### config.mk
export PLATFORM = sky130hd
export DESIGN_NAME = lineDrawTop
export DESIGN_NICKNAME = d
export VERILOG_FILES = /design/src/verilog/lineDrawPkg.sv /design/src/verilog/lineDrawTop.sv /design/src/verilog/lineRasterizer.sv /design/src/verilog/lineRegQueue.sv /design/src/verilog/pixelPort.sv
export SDC_FILE = /design/constraint.sdc
export NUM_CORES = 2
export LEC_CHECK = 0
export BUFFER_PORTS_ARGS = -buffer_cell sky130_fd_sc_hd__buf_4
export CORE_MARGIN = 4
export CORE_UTILIZATION = 57
export DETAILED_ROUTE_END_ITERATION = 6
export PLACE_DENSITY = 0.75
export SLEW_MARGIN = 5
export SYNTH_ARGS = -nofsm -noshare
export SYNTH_HDL_FRONTEND = slang
export SYNTH_SLANG_ARGS = --single-unit
### constraint.sdc
create_clock -name clk -period 5.15 [get_ports clk]
set_input_delay 0.515 -clock clk [delete_from_list [all_inputs] [get_ports clk]]
set_output_delay 0.515 -clock clk [all_outputs]
set_load 0.01 [all_outputs]
### src/verilog/lineDrawPkg.sv
package lineDrawPkg;

	// ########################################
	// Widths
	// ########################################

	localparam int CoordWidth = 13;
	localparam int IntensityWidth = 4;

	// ########################################
	// State encodings
	// ########################################

	typedef enum logic [1:0] {
		rasterIdle,   // Waiting for a segment
		rasterSetup,  // Deltas, directions, error term
		rasterStep    // Emitting pixels
	} rasterState;

	typedef enum logic [1:0] {
		portEmpty,    // Nothing held
		portReq,      // Request up, wait for ack
		portRelease   // Request down, wait for ack low
	} portState;

endpackage

### src/verilog/lineDrawTop.sv
`timescale 1ns/1ns

module lineDrawTop
	import lineDrawPkg::*;
#(
	parameter int LineQueueDepth = 32
) (
	input  logic                      clk,
	input  logic                      rst,
	input  logic                      write,
	input  logic                      pixAck,
	input  logic [CoordWidth-1:0]     dStartX,
	input  logic [CoordWidth-1:0]     dStartY,
	input  logic [CoordWidth-1:0]     dEndX,
	input  logic [CoordWidth-1:0]     dEndY,
	input  logic [IntensityWidth-1:0] dIntensity,
	output logic                      full,
	output logic [CoordWidth-1:0]     pixX,
	output logic [CoordWidth-1:0]     pixY,
	output logic [IntensityWidth-1:0] pixIntensity,
	output logic                      pixReq,
	output logic                      idle
);

	logic [CoordWidth-1:0] qStartX;
	logic [CoordWidth-1:0] qStartY;
	logic [CoordWidth-1:0] qEndX;
	logic [CoordWidth-1:0] qEndY;
	logic [IntensityWidth-1:0] qIntensity;
	logic empty;
	logic read;

	logic [CoordWidth-1:0] stepX;
	logic [CoordWidth-1:0] stepY;
	logic [IntensityWidth-1:0] stepIntensity;
	logic stepValid;
	logic stepReady;
	logic busy;

	lineRegQueue #(
		.LineQueueDepth(LineQueueDepth)
	) lineRegQueue_i (
		.clk(clk), .rst(rst), .write(write), .read(read),
		.dStartX(dStartX), .dStartY(dStartY), .dEndX(dEndX), .dEndY(dEndY),
		.dIntensity(dIntensity),
		.qStartX(qStartX), .qStartY(qStartY), .qEndX(qEndX), .qEndY(qEndY),
		.qIntensity(qIntensity), .full(full), .empty(empty)
	);

	lineRasterizer lineRasterizer_i (
		.clk(clk), .rst(rst), .empty(empty), .stepReady(stepReady),
		.qStartX(qStartX), .qStartY(qStartY), .qEndX(qEndX), .qEndY(qEndY),
		.qIntensity(qIntensity), .read(read), .stepValid(stepValid), .busy(busy),
		.stepX(stepX), .stepY(stepY), .stepIntensity(stepIntensity)
	);

	pixelPort pixelPort_i (
		.clk(clk), .rst(rst), .stepValid(stepValid), .pixAck(pixAck),
		.stepX(stepX), .stepY(stepY), .stepIntensity(stepIntensity),
		.stepReady(stepReady), .pixReq(pixReq),
		.pixX(pixX), .pixY(pixY), .pixIntensity(pixIntensity)
	);

	assign idle = empty && !busy && stepReady;  // All work drained

endmodule

### src/verilog/lineRasterizer.sv
`timescale 1ns/1ns

module lineRasterizer
	import lineDrawPkg::*;
(
	input  logic                      clk,
	input  logic                      rst,
	input  logic                      empty,
	input  logic                      stepReady,
	input  logic [CoordWidth-1:0]     qStartX,
	input  logic [CoordWidth-1:0]     qStartY,
	input  logic [CoordWidth-1:0]     qEndX,
	input  logic [CoordWidth-1:0]     qEndY,
	input  logic [IntensityWidth-1:0] qIntensity,
	output logic                      read,
	output logic                      stepValid,
	output logic                      busy,
	output logic [CoordWidth-1:0]     stepX,
	output logic [CoordWidth-1:0]     stepY,
	output logic [IntensityWidth-1:0] stepIntensity
);

	rasterState state;

	logic [CoordWidth-1:0] curX;
	logic [CoordWidth-1:0] curY;
	logic [CoordWidth-1:0] endX;
	logic [CoordWidth-1:0] endY;
	logic [IntensityWidth-1:0] intensity;

	logic signed [CoordWidth+1:0] deltaX;  // Positive
	logic signed [CoordWidth+1:0] deltaY;  // Zero or negative
	logic signed [CoordWidth+1:0] err;
	logic xNeg;
	logic yNeg;

	logic signed [CoordWidth+1:0] diffX;
	logic signed [CoordWidth+1:0] diffY;
	logic signed [CoordWidth+1:0] absDiffX;
	logic signed [CoordWidth+1:0] negAbsDiffY;
	logic signed [CoordWidth+2:0] errDouble;
	logic moveX;
	logic moveY;
	logic atEnd;
	logic transfer;

	// ########################################
	// Setup and step arithmetic
	// ########################################

	always_comb begin
		diffX = $signed({2'b00, endX}) - $signed({2'b00, curX});
		diffY = $signed({2'b00, endY}) - $signed({2'b00, curY});
		absDiffX = (diffX < 0) ? -diffX : diffX;
		negAbsDiffY = (diffY < 0) ? diffY : -diffY;
	end

	assign errDouble = $signed({err, 1'b0});
	assign moveX = (errDouble >= deltaY);
	assign moveY = (errDouble <= deltaX);
	assign atEnd = (curX == endX) && (curY == endY);

	assign read = (state == rasterIdle) && !empty;
	assign stepValid = (state == rasterStep);
	assign transfer = stepValid && stepReady;
	assign busy = (state != rasterIdle);

	assign stepX = curX;
	assign stepY = curY;
	assign stepIntensity = intensity;

	// ########################################
	// Control
	// ########################################

	always_ff @(posedge clk) begin
		if (rst) begin
			state <= rasterIdle;
		end else begin
			case (state)
				rasterIdle: begin
					if (read) begin
						state <= rasterSetup;
					end
				end
				rasterSetup: begin
					state <= rasterStep;
				end
				rasterStep: begin
					if (transfer && atEnd) begin
						state <= rasterIdle;  // Last pixel taken
					end
				end
				default: begin
					state <= rasterIdle;
				end
			endcase
		end
	end

	// Walk registers
	always_ff @(posedge clk) begin
		case (state)
			rasterIdle: begin
				if (read) begin
					curX <= qStartX;
					curY <= qStartY;
					endX <= qEndX;
					endY <= qEndY;
					intensity <= qIntensity;
				end
			end
			rasterSetup: begin
				deltaX <= absDiffX;
				deltaY <= negAbsDiffY;
				err <= absDiffX + negAbsDiffY;
				xNeg <= (diffX < 0);
				yNeg <= (diffY < 0);
			end
			rasterStep: begin
				if (transfer && !atEnd) begin
					if (moveX) begin
						curX <= xNeg ? curX - 1'b1 : curX + 1'b1;
					end
					if (moveY) begin
						curY <= yNeg ? curY - 1'b1 : curY + 1'b1;
					end
					// Both tests use the doubled error from before the step
					err <= err + (moveX ? deltaY : '0) + (moveY ? deltaX : '0);
				end
			end
			default: begin
			end
		endcase
	end

endmodule

### src/verilog/lineRegQueue.sv
`timescale 1ns/1ns

module lineRegQueue
	import lineDrawPkg::*;
#(
	parameter int LineQueueDepth = 32
) (
	input  logic                      clk,
	input  logic                      rst,
	input  logic                      write,
	input  logic                      read,
	input  logic [CoordWidth-1:0]     dStartX,
	input  logic [CoordWidth-1:0]     dStartY,
	input  logic [CoordWidth-1:0]     dEndX,
	input  logic [CoordWidth-1:0]     dEndY,
	input  logic [IntensityWidth-1:0] dIntensity,
	output logic [CoordWidth-1:0]     qStartX,
	output logic [CoordWidth-1:0]     qStartY,
	output logic [CoordWidth-1:0]     qEndX,
	output logic [CoordWidth-1:0]     qEndY,
	output logic [IntensityWidth-1:0] qIntensity,
	output logic                      full,
	output logic                      empty
);

	localparam int IndexWidth = $clog2(LineQueueDepth);
	localparam int CountWidth = IndexWidth + 1;

	logic [CoordWidth-1:0] startXMem [LineQueueDepth];
	logic [CoordWidth-1:0] startYMem [LineQueueDepth];
	logic [CoordWidth-1:0] endXMem [LineQueueDepth];
	logic [CoordWidth-1:0] endYMem [LineQueueDepth];
	logic [IntensityWidth-1:0] intensityMem [LineQueueDepth];

	logic [IndexWidth-1:0] writeIndex;
	logic [IndexWidth-1:0] readIndex;
	logic [CountWidth-1:0] fillCount;

	logic lastWrite;
	logic writeStrobe;
	logic doWrite;
	logic doRead;

	// ########################################
	// Write edge and pointer control
	// ########################################

	assign writeStrobe = write && !lastWrite;  // Rising edge of write
	assign doWrite = writeStrobe && !full;     // Dropped when full
	assign doRead = read && !empty;

	always_ff @(posedge clk) begin
		if (rst) begin
			lastWrite <= 1'b0;
			writeIndex <= '0;
			readIndex <= '0;
			fillCount <= '0;
		end else begin
			lastWrite <= write;
			if (doWrite) begin
				writeIndex <= writeIndex + 1'b1;  // Wraps at power-of-two depth
			end
			if (doRead) begin
				readIndex <= readIndex + 1'b1;
			end
			case ({doWrite, doRead})
				2'b10: begin
					fillCount <= fillCount + 1'b1;
				end
				2'b01: begin
					fillCount <= fillCount - 1'b1;
				end
				default: begin
					fillCount <= fillCount;  // Both or neither
				end
			endcase
		end
	end

	// ########################################
	// Segment storage
	// ########################################

	always_ff @(posedge clk) begin
		if (doWrite) begin
			startXMem[writeIndex] <= dStartX;
			startYMem[writeIndex] <= dStartY;
			endXMem[writeIndex] <= dEndX;
			endYMem[writeIndex] <= dEndY;
			intensityMem[writeIndex] <= dIntensity;
		end
	end

	// Oldest segment
	assign qStartX = startXMem[readIndex];
	assign qStartY = startYMem[readIndex];
	assign qEndX = endXMem[readIndex];
	assign qEndY = endYMem[readIndex];
	assign qIntensity = intensityMem[readIndex];

	assign full = (fillCount == CountWidth'(LineQueueDepth));
	assign empty = (fillCount == '0);

endmodule

### src/verilog/pixelPort.sv
`timescale 1ns/1ns

module pixelPort
	import lineDrawPkg::*;
(
	input  logic                      clk,
	input  logic                      rst,
	input  logic                      stepValid,
	input  logic                      pixAck,
	input  logic [CoordWidth-1:0]     stepX,
	input  logic [CoordWidth-1:0]     stepY,
	input  logic [IntensityWidth-1:0] stepIntensity,
	output logic                      stepReady,
	output logic                      pixReq,
	output logic [CoordWidth-1:0]     pixX,
	output logic [CoordWidth-1:0]     pixY,
	output logic [IntensityWidth-1:0] pixIntensity
);

	portState state;
	logic transfer;

	assign stepReady = (state == portEmpty);
	assign transfer = stepValid && stepReady;
	assign pixReq = (state == portReq);

	// ########################################
	// Four-phase sequence
	// ########################################

	always_ff @(posedge clk) begin
		if (rst) begin
			state <= portEmpty;
		end else begin
			case (state)
				portEmpty: begin
					if (transfer) begin
						state <= portReq;
					end
				end
				portReq: begin
					if (pixAck) begin
						state <= portRelease;  // Drop request
					end
				end
				portRelease: begin
					if (!pixAck) begin
						state <= portEmpty;
					end
				end
				default: begin
					state <= portEmpty;
				end
			endcase
		end
	end

	// Held pixel stays stable until the next transfer
	always_ff @(posedge clk) begin
		if (transfer) begin
			pixX <= stepX;
			pixY <= stepY;
			pixIntensity <= stepIntensity;
		end
	end

endmodule
== Yosys cells after proc, flatten, opt, wreduce, memory -nomap -nowiden ==
Memory sizes are Yosys's and may differ from the RTL's. A register that Yosys moved wholly into a read port is not among the register bits.
Cells that the tools add are included.
Word-level totals
  register bits: 124
  memory bits (writable): 1792
  input bits: 60
  output and inout bits: 33
  word-level logic and storage cells: 115
  bits in latches: 0
  memories: 5
  memory bits (read-only): 0
Operators by class
  bitwise operators: 0
  equality and inequality tests: 17
  $mul: 0
  magnitude comparators: 4
  add/sub/neg operators: 15
  div/mod/pow operators: 0
  shift-type cells: 0
  reduce and logical (&&, ||, !) cells: 28
  multiplexer cells: 30
Memory list
  lineRegQueue_i.endXMem: words 32, bits a word 13, rd ports 1, clocked after Yosys merged registers in 1, write ports 1, RTL line lineRegQueue.sv:31  | logic [CoordWidth-1:0] endXMem [LineQueueDepth];
  lineRegQueue_i.endYMem: words 32, bits a word 13, rd ports 1, clocked after Yosys merged registers in 1, write ports 1, RTL line lineRegQueue.sv:32  | logic [CoordWidth-1:0] endYMem [LineQueueDepth];
  lineRegQueue_i.startXMem: words 32, bits a word 13, rd ports 1, clocked after Yosys merged registers in 1, write ports 1, RTL line lineRegQueue.sv:29  | logic [CoordWidth-1:0] startXMem [LineQueueDepth];
  lineRegQueue_i.startYMem: words 32, bits a word 13, rd ports 1, clocked after Yosys merged registers in 1, write ports 1, RTL line lineRegQueue.sv:30  | logic [CoordWidth-1:0] startYMem [LineQueueDepth];
  lineRegQueue_i.intensityMem: words 32, bits a word 4, rd ports 1, clocked after Yosys merged registers in 1, write ports 1, RTL line lineRegQueue.sv:33  | logic [IntensityWidth-1:0] intensityMem [LineQueueDepth];
Operators with widths (number)
  two-way mux 13 bit: 8
  two-way mux 15 bit: 5
  case mux 13 bit (2 select lines): 2
  adder 15 bit: 3
  negator 14 -> 15 bit: 2
  case mux 15 bit (2 select lines): 1
  < comparator 14 x 1 -> 1 bit (second input constant): 2
  subtractor 13 x 13 -> 14 bit: 2
  adder 13 x 1 -> 13 bit (second input constant): 2
  equality test 13 bit: 2
  subtractor 13 x 1 -> 13 bit (second input constant): 2
  two-way mux 5 bit: 4
  greater-or-equal comparator 16 x 15 -> 1 bit: 1
  <= comparator 16 x 15 -> 1 bit: 1
  inequality test 2 bit (second input constant): 8
  case mux 2 bit (3 select lines): 2
  case mux 6 bit (2 select lines): 1
  adder 5 x 1 -> 5 bit (second input constant): 2
  logical AND 1 bit: 10
  two-way mux 2 bit: 5
  AND reduction 4 bit: 2
  nonzero test 2 bit: 4
  adder 6 x 1 -> 6 bit (second input constant): 1
  equality test 2 x 1 -> 1 bit (second input constant): 3
  9 further kinds: 19

== Longest topological paths before layout ==
  word-level depth: 6
  gate-level depth with buffers: 22

== Hierarchy ==
A second synthesis with hierarchy kept.
Unflattened totals
  cell total of the unflattened synthesis: 4411
  area total of the unflattened synthesis: 79433.7 um2
By module, submodules not included
  lineRegQueue: cells each 3465, area an instance 69654.3 um2, sequential area each 54252.0 um2, instances 1
  lineRasterizer: cells each 906, area an instance 8783.4 um2, sequential area each 3133.0 um2, instances 1
  pixelPort: cells each 39, area an instance 987.2 um2, sequential area each 940.9 um2, instances 1
  lineDrawTop: cells each 1, area an instance 8.8 um2, sequential area each 0.0 um2, instances 1

== Worst setup path before layout ==
OpenSTA, ideal clock, no wires.
  path type: register to register
  from: reg lineRasterizer_i.err[8]
  to: reg lineRasterizer_i.err[14], data pin
  data arrival time: 4897 ps
  slack: -24 ps
  stages on the path, launching flop included: 20
  required time: 4873 ps
  period minus slack after synthesis: 5174 ps
  library setup time: 277 ps
  path through: edfxtp_1 -> ha_1 -> a21o_1 -> a221o_1 -> a221oi_1 -> nor2_1 -> or3_1 -> clkbuf_1 -> nand2_1 -> fa_1 -> inv_1 -> ha_1 -> a21o_1 -> a21o_1 -> a2111oi_0 -> nor3_1 -> a2111oi_0 -> o311ai_0 -> xor2_1 -> o211ai_1
Between the ends
  word-level cells in the longest chain between the ends: 6
Ends and longest elaborated chain
  start: declaration: RTL line lineRasterizer.sv:33  | logic signed [CoordWidth+1:0] err;
  start signal: assignment: RTL line lineRasterizer.sv:116  | err <= absDiffX + negAbsDiffY;
  start signal: assignment: RTL line lineRasterizer.sv:129  | err <= err + (moveX ? deltaY : '0) + (moveY ? deltaX : '0);
  greater-or-equal comparator 16 x 15 -> 1 bit: RTL line lineRasterizer.sv:59  | assign moveX = (errDouble >= deltaY);
  two-way mux 15 bit: RTL line lineRasterizer.sv:129
  adder 15 bit: RTL line lineRasterizer.sv:129
  adder 15 bit (*): RTL line lineRasterizer.sv:129
  two-way mux 15 bit (*): RTL line lineRasterizer.sv:121  | if (transfer && !atEnd) begin
  case mux 15 bit (2 select lines) (*): RTL line lineRasterizer.sv:103  | case (state)
Every way passes the cells marked *; elsewhere a longest branch is shown, timed or not. The select of a mux whose other input is x is not followed.
A chain may end at the register's enable or synchronous reset.

== Worst setup path in the final report ==
  from: reg lineRasterizer_i.curY[1], in the netlist lineRasterizer_i.stepY[1]
  to: reg lineRasterizer_i.err[14], data pin
Between the ends
  word-level cells in the longest chain between the ends: 5
Ends and longest elaborated chain
  start: declaration: RTL line lineRasterizer.sv:26  | logic [CoordWidth-1:0] curY;
  start signal: assignment: RTL line lineRasterizer.sv:107  | curY <= qStartY;
  start signal: assignment: RTL line lineRasterizer.sv:126  | curY <= yNeg ? curY - 1'b1 : curY + 1'b1;
  subtractor 13 x 13 -> 14 bit (*): RTL line lineRasterizer.sv:53  | diffY = $signed({2'b00, endY}) - $signed({2'b00, curY});
  negator 14 -> 15 bit or < comparator 14 x 1 -> 1 bit (tied branches): RTL line lineRasterizer.sv:55  | negAbsDiffY = (diffY < 0) ? diffY : -diffY;
  two-way mux 15 bit (*): RTL line lineRasterizer.sv:55
  via lineRasterizer_i.negAbsDiffY[10]: RTL line lineRasterizer.sv:40  | logic signed [CoordWidth+1:0] negAbsDiffY;
  adder 15 bit (*): RTL line lineRasterizer.sv:116
  case mux 15 bit (2 select lines) (*): RTL line lineRasterizer.sv:103
The timed path passes the listed nets; every way through them passes the cells marked *.

==> run metrics <==
CTS clk-pin slew, worst paths=around 0.060 ns; vias in the first global route=between 40000 and 50000; Worst setup SP type=flop; reg2reg path depth=18; Worst setup EP type=flop; largest fanout on the critical path=5; sequential area share after synthesis=0.742; RSZ-0062 raised after global routing=false; FILL cells=around 8700; Clock Skew=0.0508 ns; gpl congestion=between 0.8 and 0.9; final slew viol count=0; met1 wire length=71100 µm; final net count=~4100; DRT antenna net count=0; DIE WIDTH=between 300 and 400 µm; Flop pwr share=0.368; transition time of the tightest slew-check pin=approximately 1.2 ns; Port-buffer cells=92; setup ws final=between 0.2 and 0.25 ns; Clock Sink Count=1951; Cell Area, Placed=roughly 82000 µm²; top layer in use=met5; Cell Area, Synth=a little under 80000 µm²; final worst path period share=0.954; Design Area, Final=88400 µm²; Pint=0.0358 W; outcome=completed; DRT Pass-1 Iters=6; crit path DAT=5.46 ns; P_sw=about 0.018 W; CTS Buf Count=187; Vias/cell=between 6 and 7; Peak VDD IR=0.000857 V; hold_sp=rst; Post-DP HPWL=104000 µm; max frequency=just over 0.2 GHz; final setup violation count=0; synth warn=0; clock share of power=0.246; worst flop-to-flop path startpoint=lineRasterizer_i.stepY[1]$_DFFE_PP_; clk_lat worst skew=0.83 ns; dpl ws=-0.170 ns; register bit total from synthesis=roughly 2000; top_reg_cell synth=edfxtp_1; Die Height=approximately 380 µm; WP data required=approximately 5.7 ns; WL final=197000 µm; Final Critical Period=between 4 and 5 ns; Area growth syn-to-layout=12.4%; antenna violations before repair=14; Hold Path Class=input pin to flop; Synth cell types=between 60 and 70; crit path kind=flop to flop; first-pass GRT wire length=285000 µm; Routed met3 length=between 20000 and 25000 µm; combinational share of power=0.386; hold path depth=2; Avg WL per Cell=33.4 µm; initial drt markers=roughly 5700; WL met2=between 90000 and 100000 µm; Synth async-reset ratio=0; TritonCTS clock tree=built; r2r setup slk=approximately 0.24 ns; H-tree lvl count=4; Leak=28.1 nW; # DRC=0; area of the die=144000 µm²; number of max-cap violations=0; total grt overflow=0; row count=roughly 140; Syn Nets=3882; Hold WS=0.0716 ns; gr usage total=0.280; num ports=93; Syn Inst Count=3684; Hold Path End=lineRasterizer_i.state[1]$_SDFFE_PP0P_; relative max-transition margin=0.209; largest net degree at the start of global routing=81; worst r2r dst=lineRasterizer_i.err[14]$_DFFE_PP_; share of cells above drive strength 1=0.282; CTS root buf=clkbuf_16; EDFF count, synth=1925; Clock Path Buffers=3; switching power share of the total=0.336; Vias=around 40000; Final Hold Viols=0; Mean Syn Cell Area=~21 µm²; initial cell density of the core=0.573; core region area=~140000 µm²; Power Density=between 600 and 700 nW/µm²
worst max-delay path: stages (launching register included):
cell and delay [ns]:
edfxtp_1 0.41, inv_1 0.15, ha_1 0.28, nor2b_1 0.16, o2111a_1 0.26, or4_4 0.45, a2111oi_4 0.42, o21ai_2 0.14
or4_4 0.55, nor2b_1 0.16, xnor2_1 0.23, ha_1 0.32, or2_2 0.30, a21oi_1 0.15, inv_1 0.06, o2111a_1 0.15
o21a_1 0.19, or4b_1 0.16, o211ai_1 0.10
per-stage QoR:
stage	total power, W	TNS [ns]	utilization	instances
6_report	0.0540	0	0.644	5889
4_1_cts	0.0540	0	0.643	5879
5_1_grt	0.0570	0	0.644	5886
3_3_place_gp	0.0402	-0.247	0.600	5541
2_1_floorplan	0.0346	0	-	3684
3_5_place_dp	0.0406	-0.411	0.600	5541
worst max path at each step:
stage / from / end / slack, ns / cells after the start
after floorplan: lineRasterizer_i.err[8]$_DFFE_PP_ / lineRasterizer_i.err[14]$_DFFE_PP_ / 0.09 / 19
after global placement: lineRasterizer_i.err[8]$_DFFE_PP_ / lineRasterizer_i.err[14]$_DFFE_PP_ / -0.14 / 20
after detailed placement: lineRasterizer_i.err[8]$_DFFE_PP_ / lineRasterizer_i.err[14]$_DFFE_PP_ / -0.17 / 20
after CTS: lineRasterizer_i.err[8]$_DFFE_PP_ / lineRasterizer_i.err[11]$_DFFE_PP_ / 0.00001 / 19
after global routing: lineRasterizer_i.err[9]$_DFFE_PP_ / lineRasterizer_i.err[11]$_DFFE_PP_ / 0.007 / 21
final: lineRasterizer_i.stepY[1]$_DFFE_PP_ / lineRasterizer_i.err[14]$_DFFE_PP_ / 0.24 / 18
per-layer routing:
metal / up-vias / GRT usage
met5: - / 0
met4: 16 / 0.0914
met3: 417 / 0.0718
met2: 2380 / 0.450
met1: 20600 / 0.383
li1: 15800 / -
flip-flops by register name, summed over array words and instances, names as in the netlist, named ones only:
name                            flops
lineRegQueue_i.endXMem            416
lineRegQueue_i.endYMem            416
lineRegQueue_i.startXMem          416
lineRegQueue_i.startYMem          416
lineRegQueue_i.intensityMem       128
lineRasterizer_i.deltaX            15
lineRasterizer_i.deltaY            15
lineRasterizer_i.err               15
lineRasterizer_i.endX              13
lineRasterizer_i.endY              13
lineRasterizer_i.stepX             13
lineRasterizer_i.stepY             13
pixelPort_i.pixX                   13
pixelPort_i.pixY                   13
lineRegQueue_i.fillCount            6
lineRegQueue_i.readIndex            5
lineRegQueue_i.writeIndex           5
lineRasterizer_i.stepIntensity      4
pixelPort_i.pixIntensity            4
lineRasterizer_i.state              2
pixelPort_i.state                   2
lineRasterizer_i.xNeg               1
lineRasterizer_i.yNeg               1
lineRegQueue_i.lastWrite            1
cell type report:
class / count / area (µm²) / share of cell area
multi-input cells: 1445 / 19500 / 0.221
diodes: 5 / 12.5 / 0.000142
clock buffers: 227 / 4850 / 0.0549
well taps: 1794 / 2240 / 0.0254
inverters: 134 / 505 / 0.00572
flip-flops and latches: 1951 / 58400 / 0.660
repair buffers: 224 / 1890 / 0.0213
clock inverters: 109 / 1010 / 0.0114
power groups by stage:
| stage | combinational (W) | clock (W) | sequential (W) |
|---|---|---|---|
| finish | 0.0208 | 0.0133 | 0.0199 |
| global route | 0.0229 | 0.0142 | 0.0200 |
| CTS | 0.0206 | 0.0134 | 0.0199 |
| detailed placement | 0.0204 | 0 | 0.0202 |
| global placement | 0.0200 | 0 | 0.0202 |
| floorplan | 0.0149 | 0 | 0.0196 |
cell usage after synthesis (all sizes together) (35+ instances only):
master | count | area, µm²
xnor2 | 51 | 447
nor2 | 104 | 390
mux4 | 560 | 12600
ha | 117 | 1460
xor2 | 35 | 307
clkbuf | 104 | 390
mux2 | 39 | 439
buf | 50 | 189
a21oi | 78 | 390
o21ai | 63 | 319
edfxtp | 1925 | 57800
nand2 | 93 | 349
inv | 134 | 503
layout by cell type, fill, tap and decap left out, types with 17 or more instances in the layout:
cell type	n
o21ai_0	61
clkbuf_16	188
clkinv_2	27
nand3_1	24
clkinv_1	46
fa_1	21
a21o_1	27
nor2_1	73
mux2i_1	18
ha_1	117
inv_1	133
mux4_2	560
nor2_4	31
a21oi_1	76
nor3_1	17
edfxtp_1	1925
xor2_1	35
mux2_2	39
buf_4	206
clkbuf_1	39
nand2_1	93
xnor2_1	51
what timing repair did:
action,CTS,global route
pin swaps,0,8
resized for setup,5,8
buffers inserted,0,5
setup endpoints to repair,4,5
hold buffers,2,0
endpoints found under the hold margin,3,0
logic make-up after synthesis:
kind of cell,share of synthesized area
AO/OA/AOI/OAI,0.0203
adder cells (fa/ha/maj),0.0240
XOR/XNOR,0.00987
AND/OR/NAND/NOR,0.0219
flip-flops,0.742
other,0.0000477
multiplexers,0.168
buffers and inverters,0.0138
Note: power is estimated with default switching activity, not from simulation.
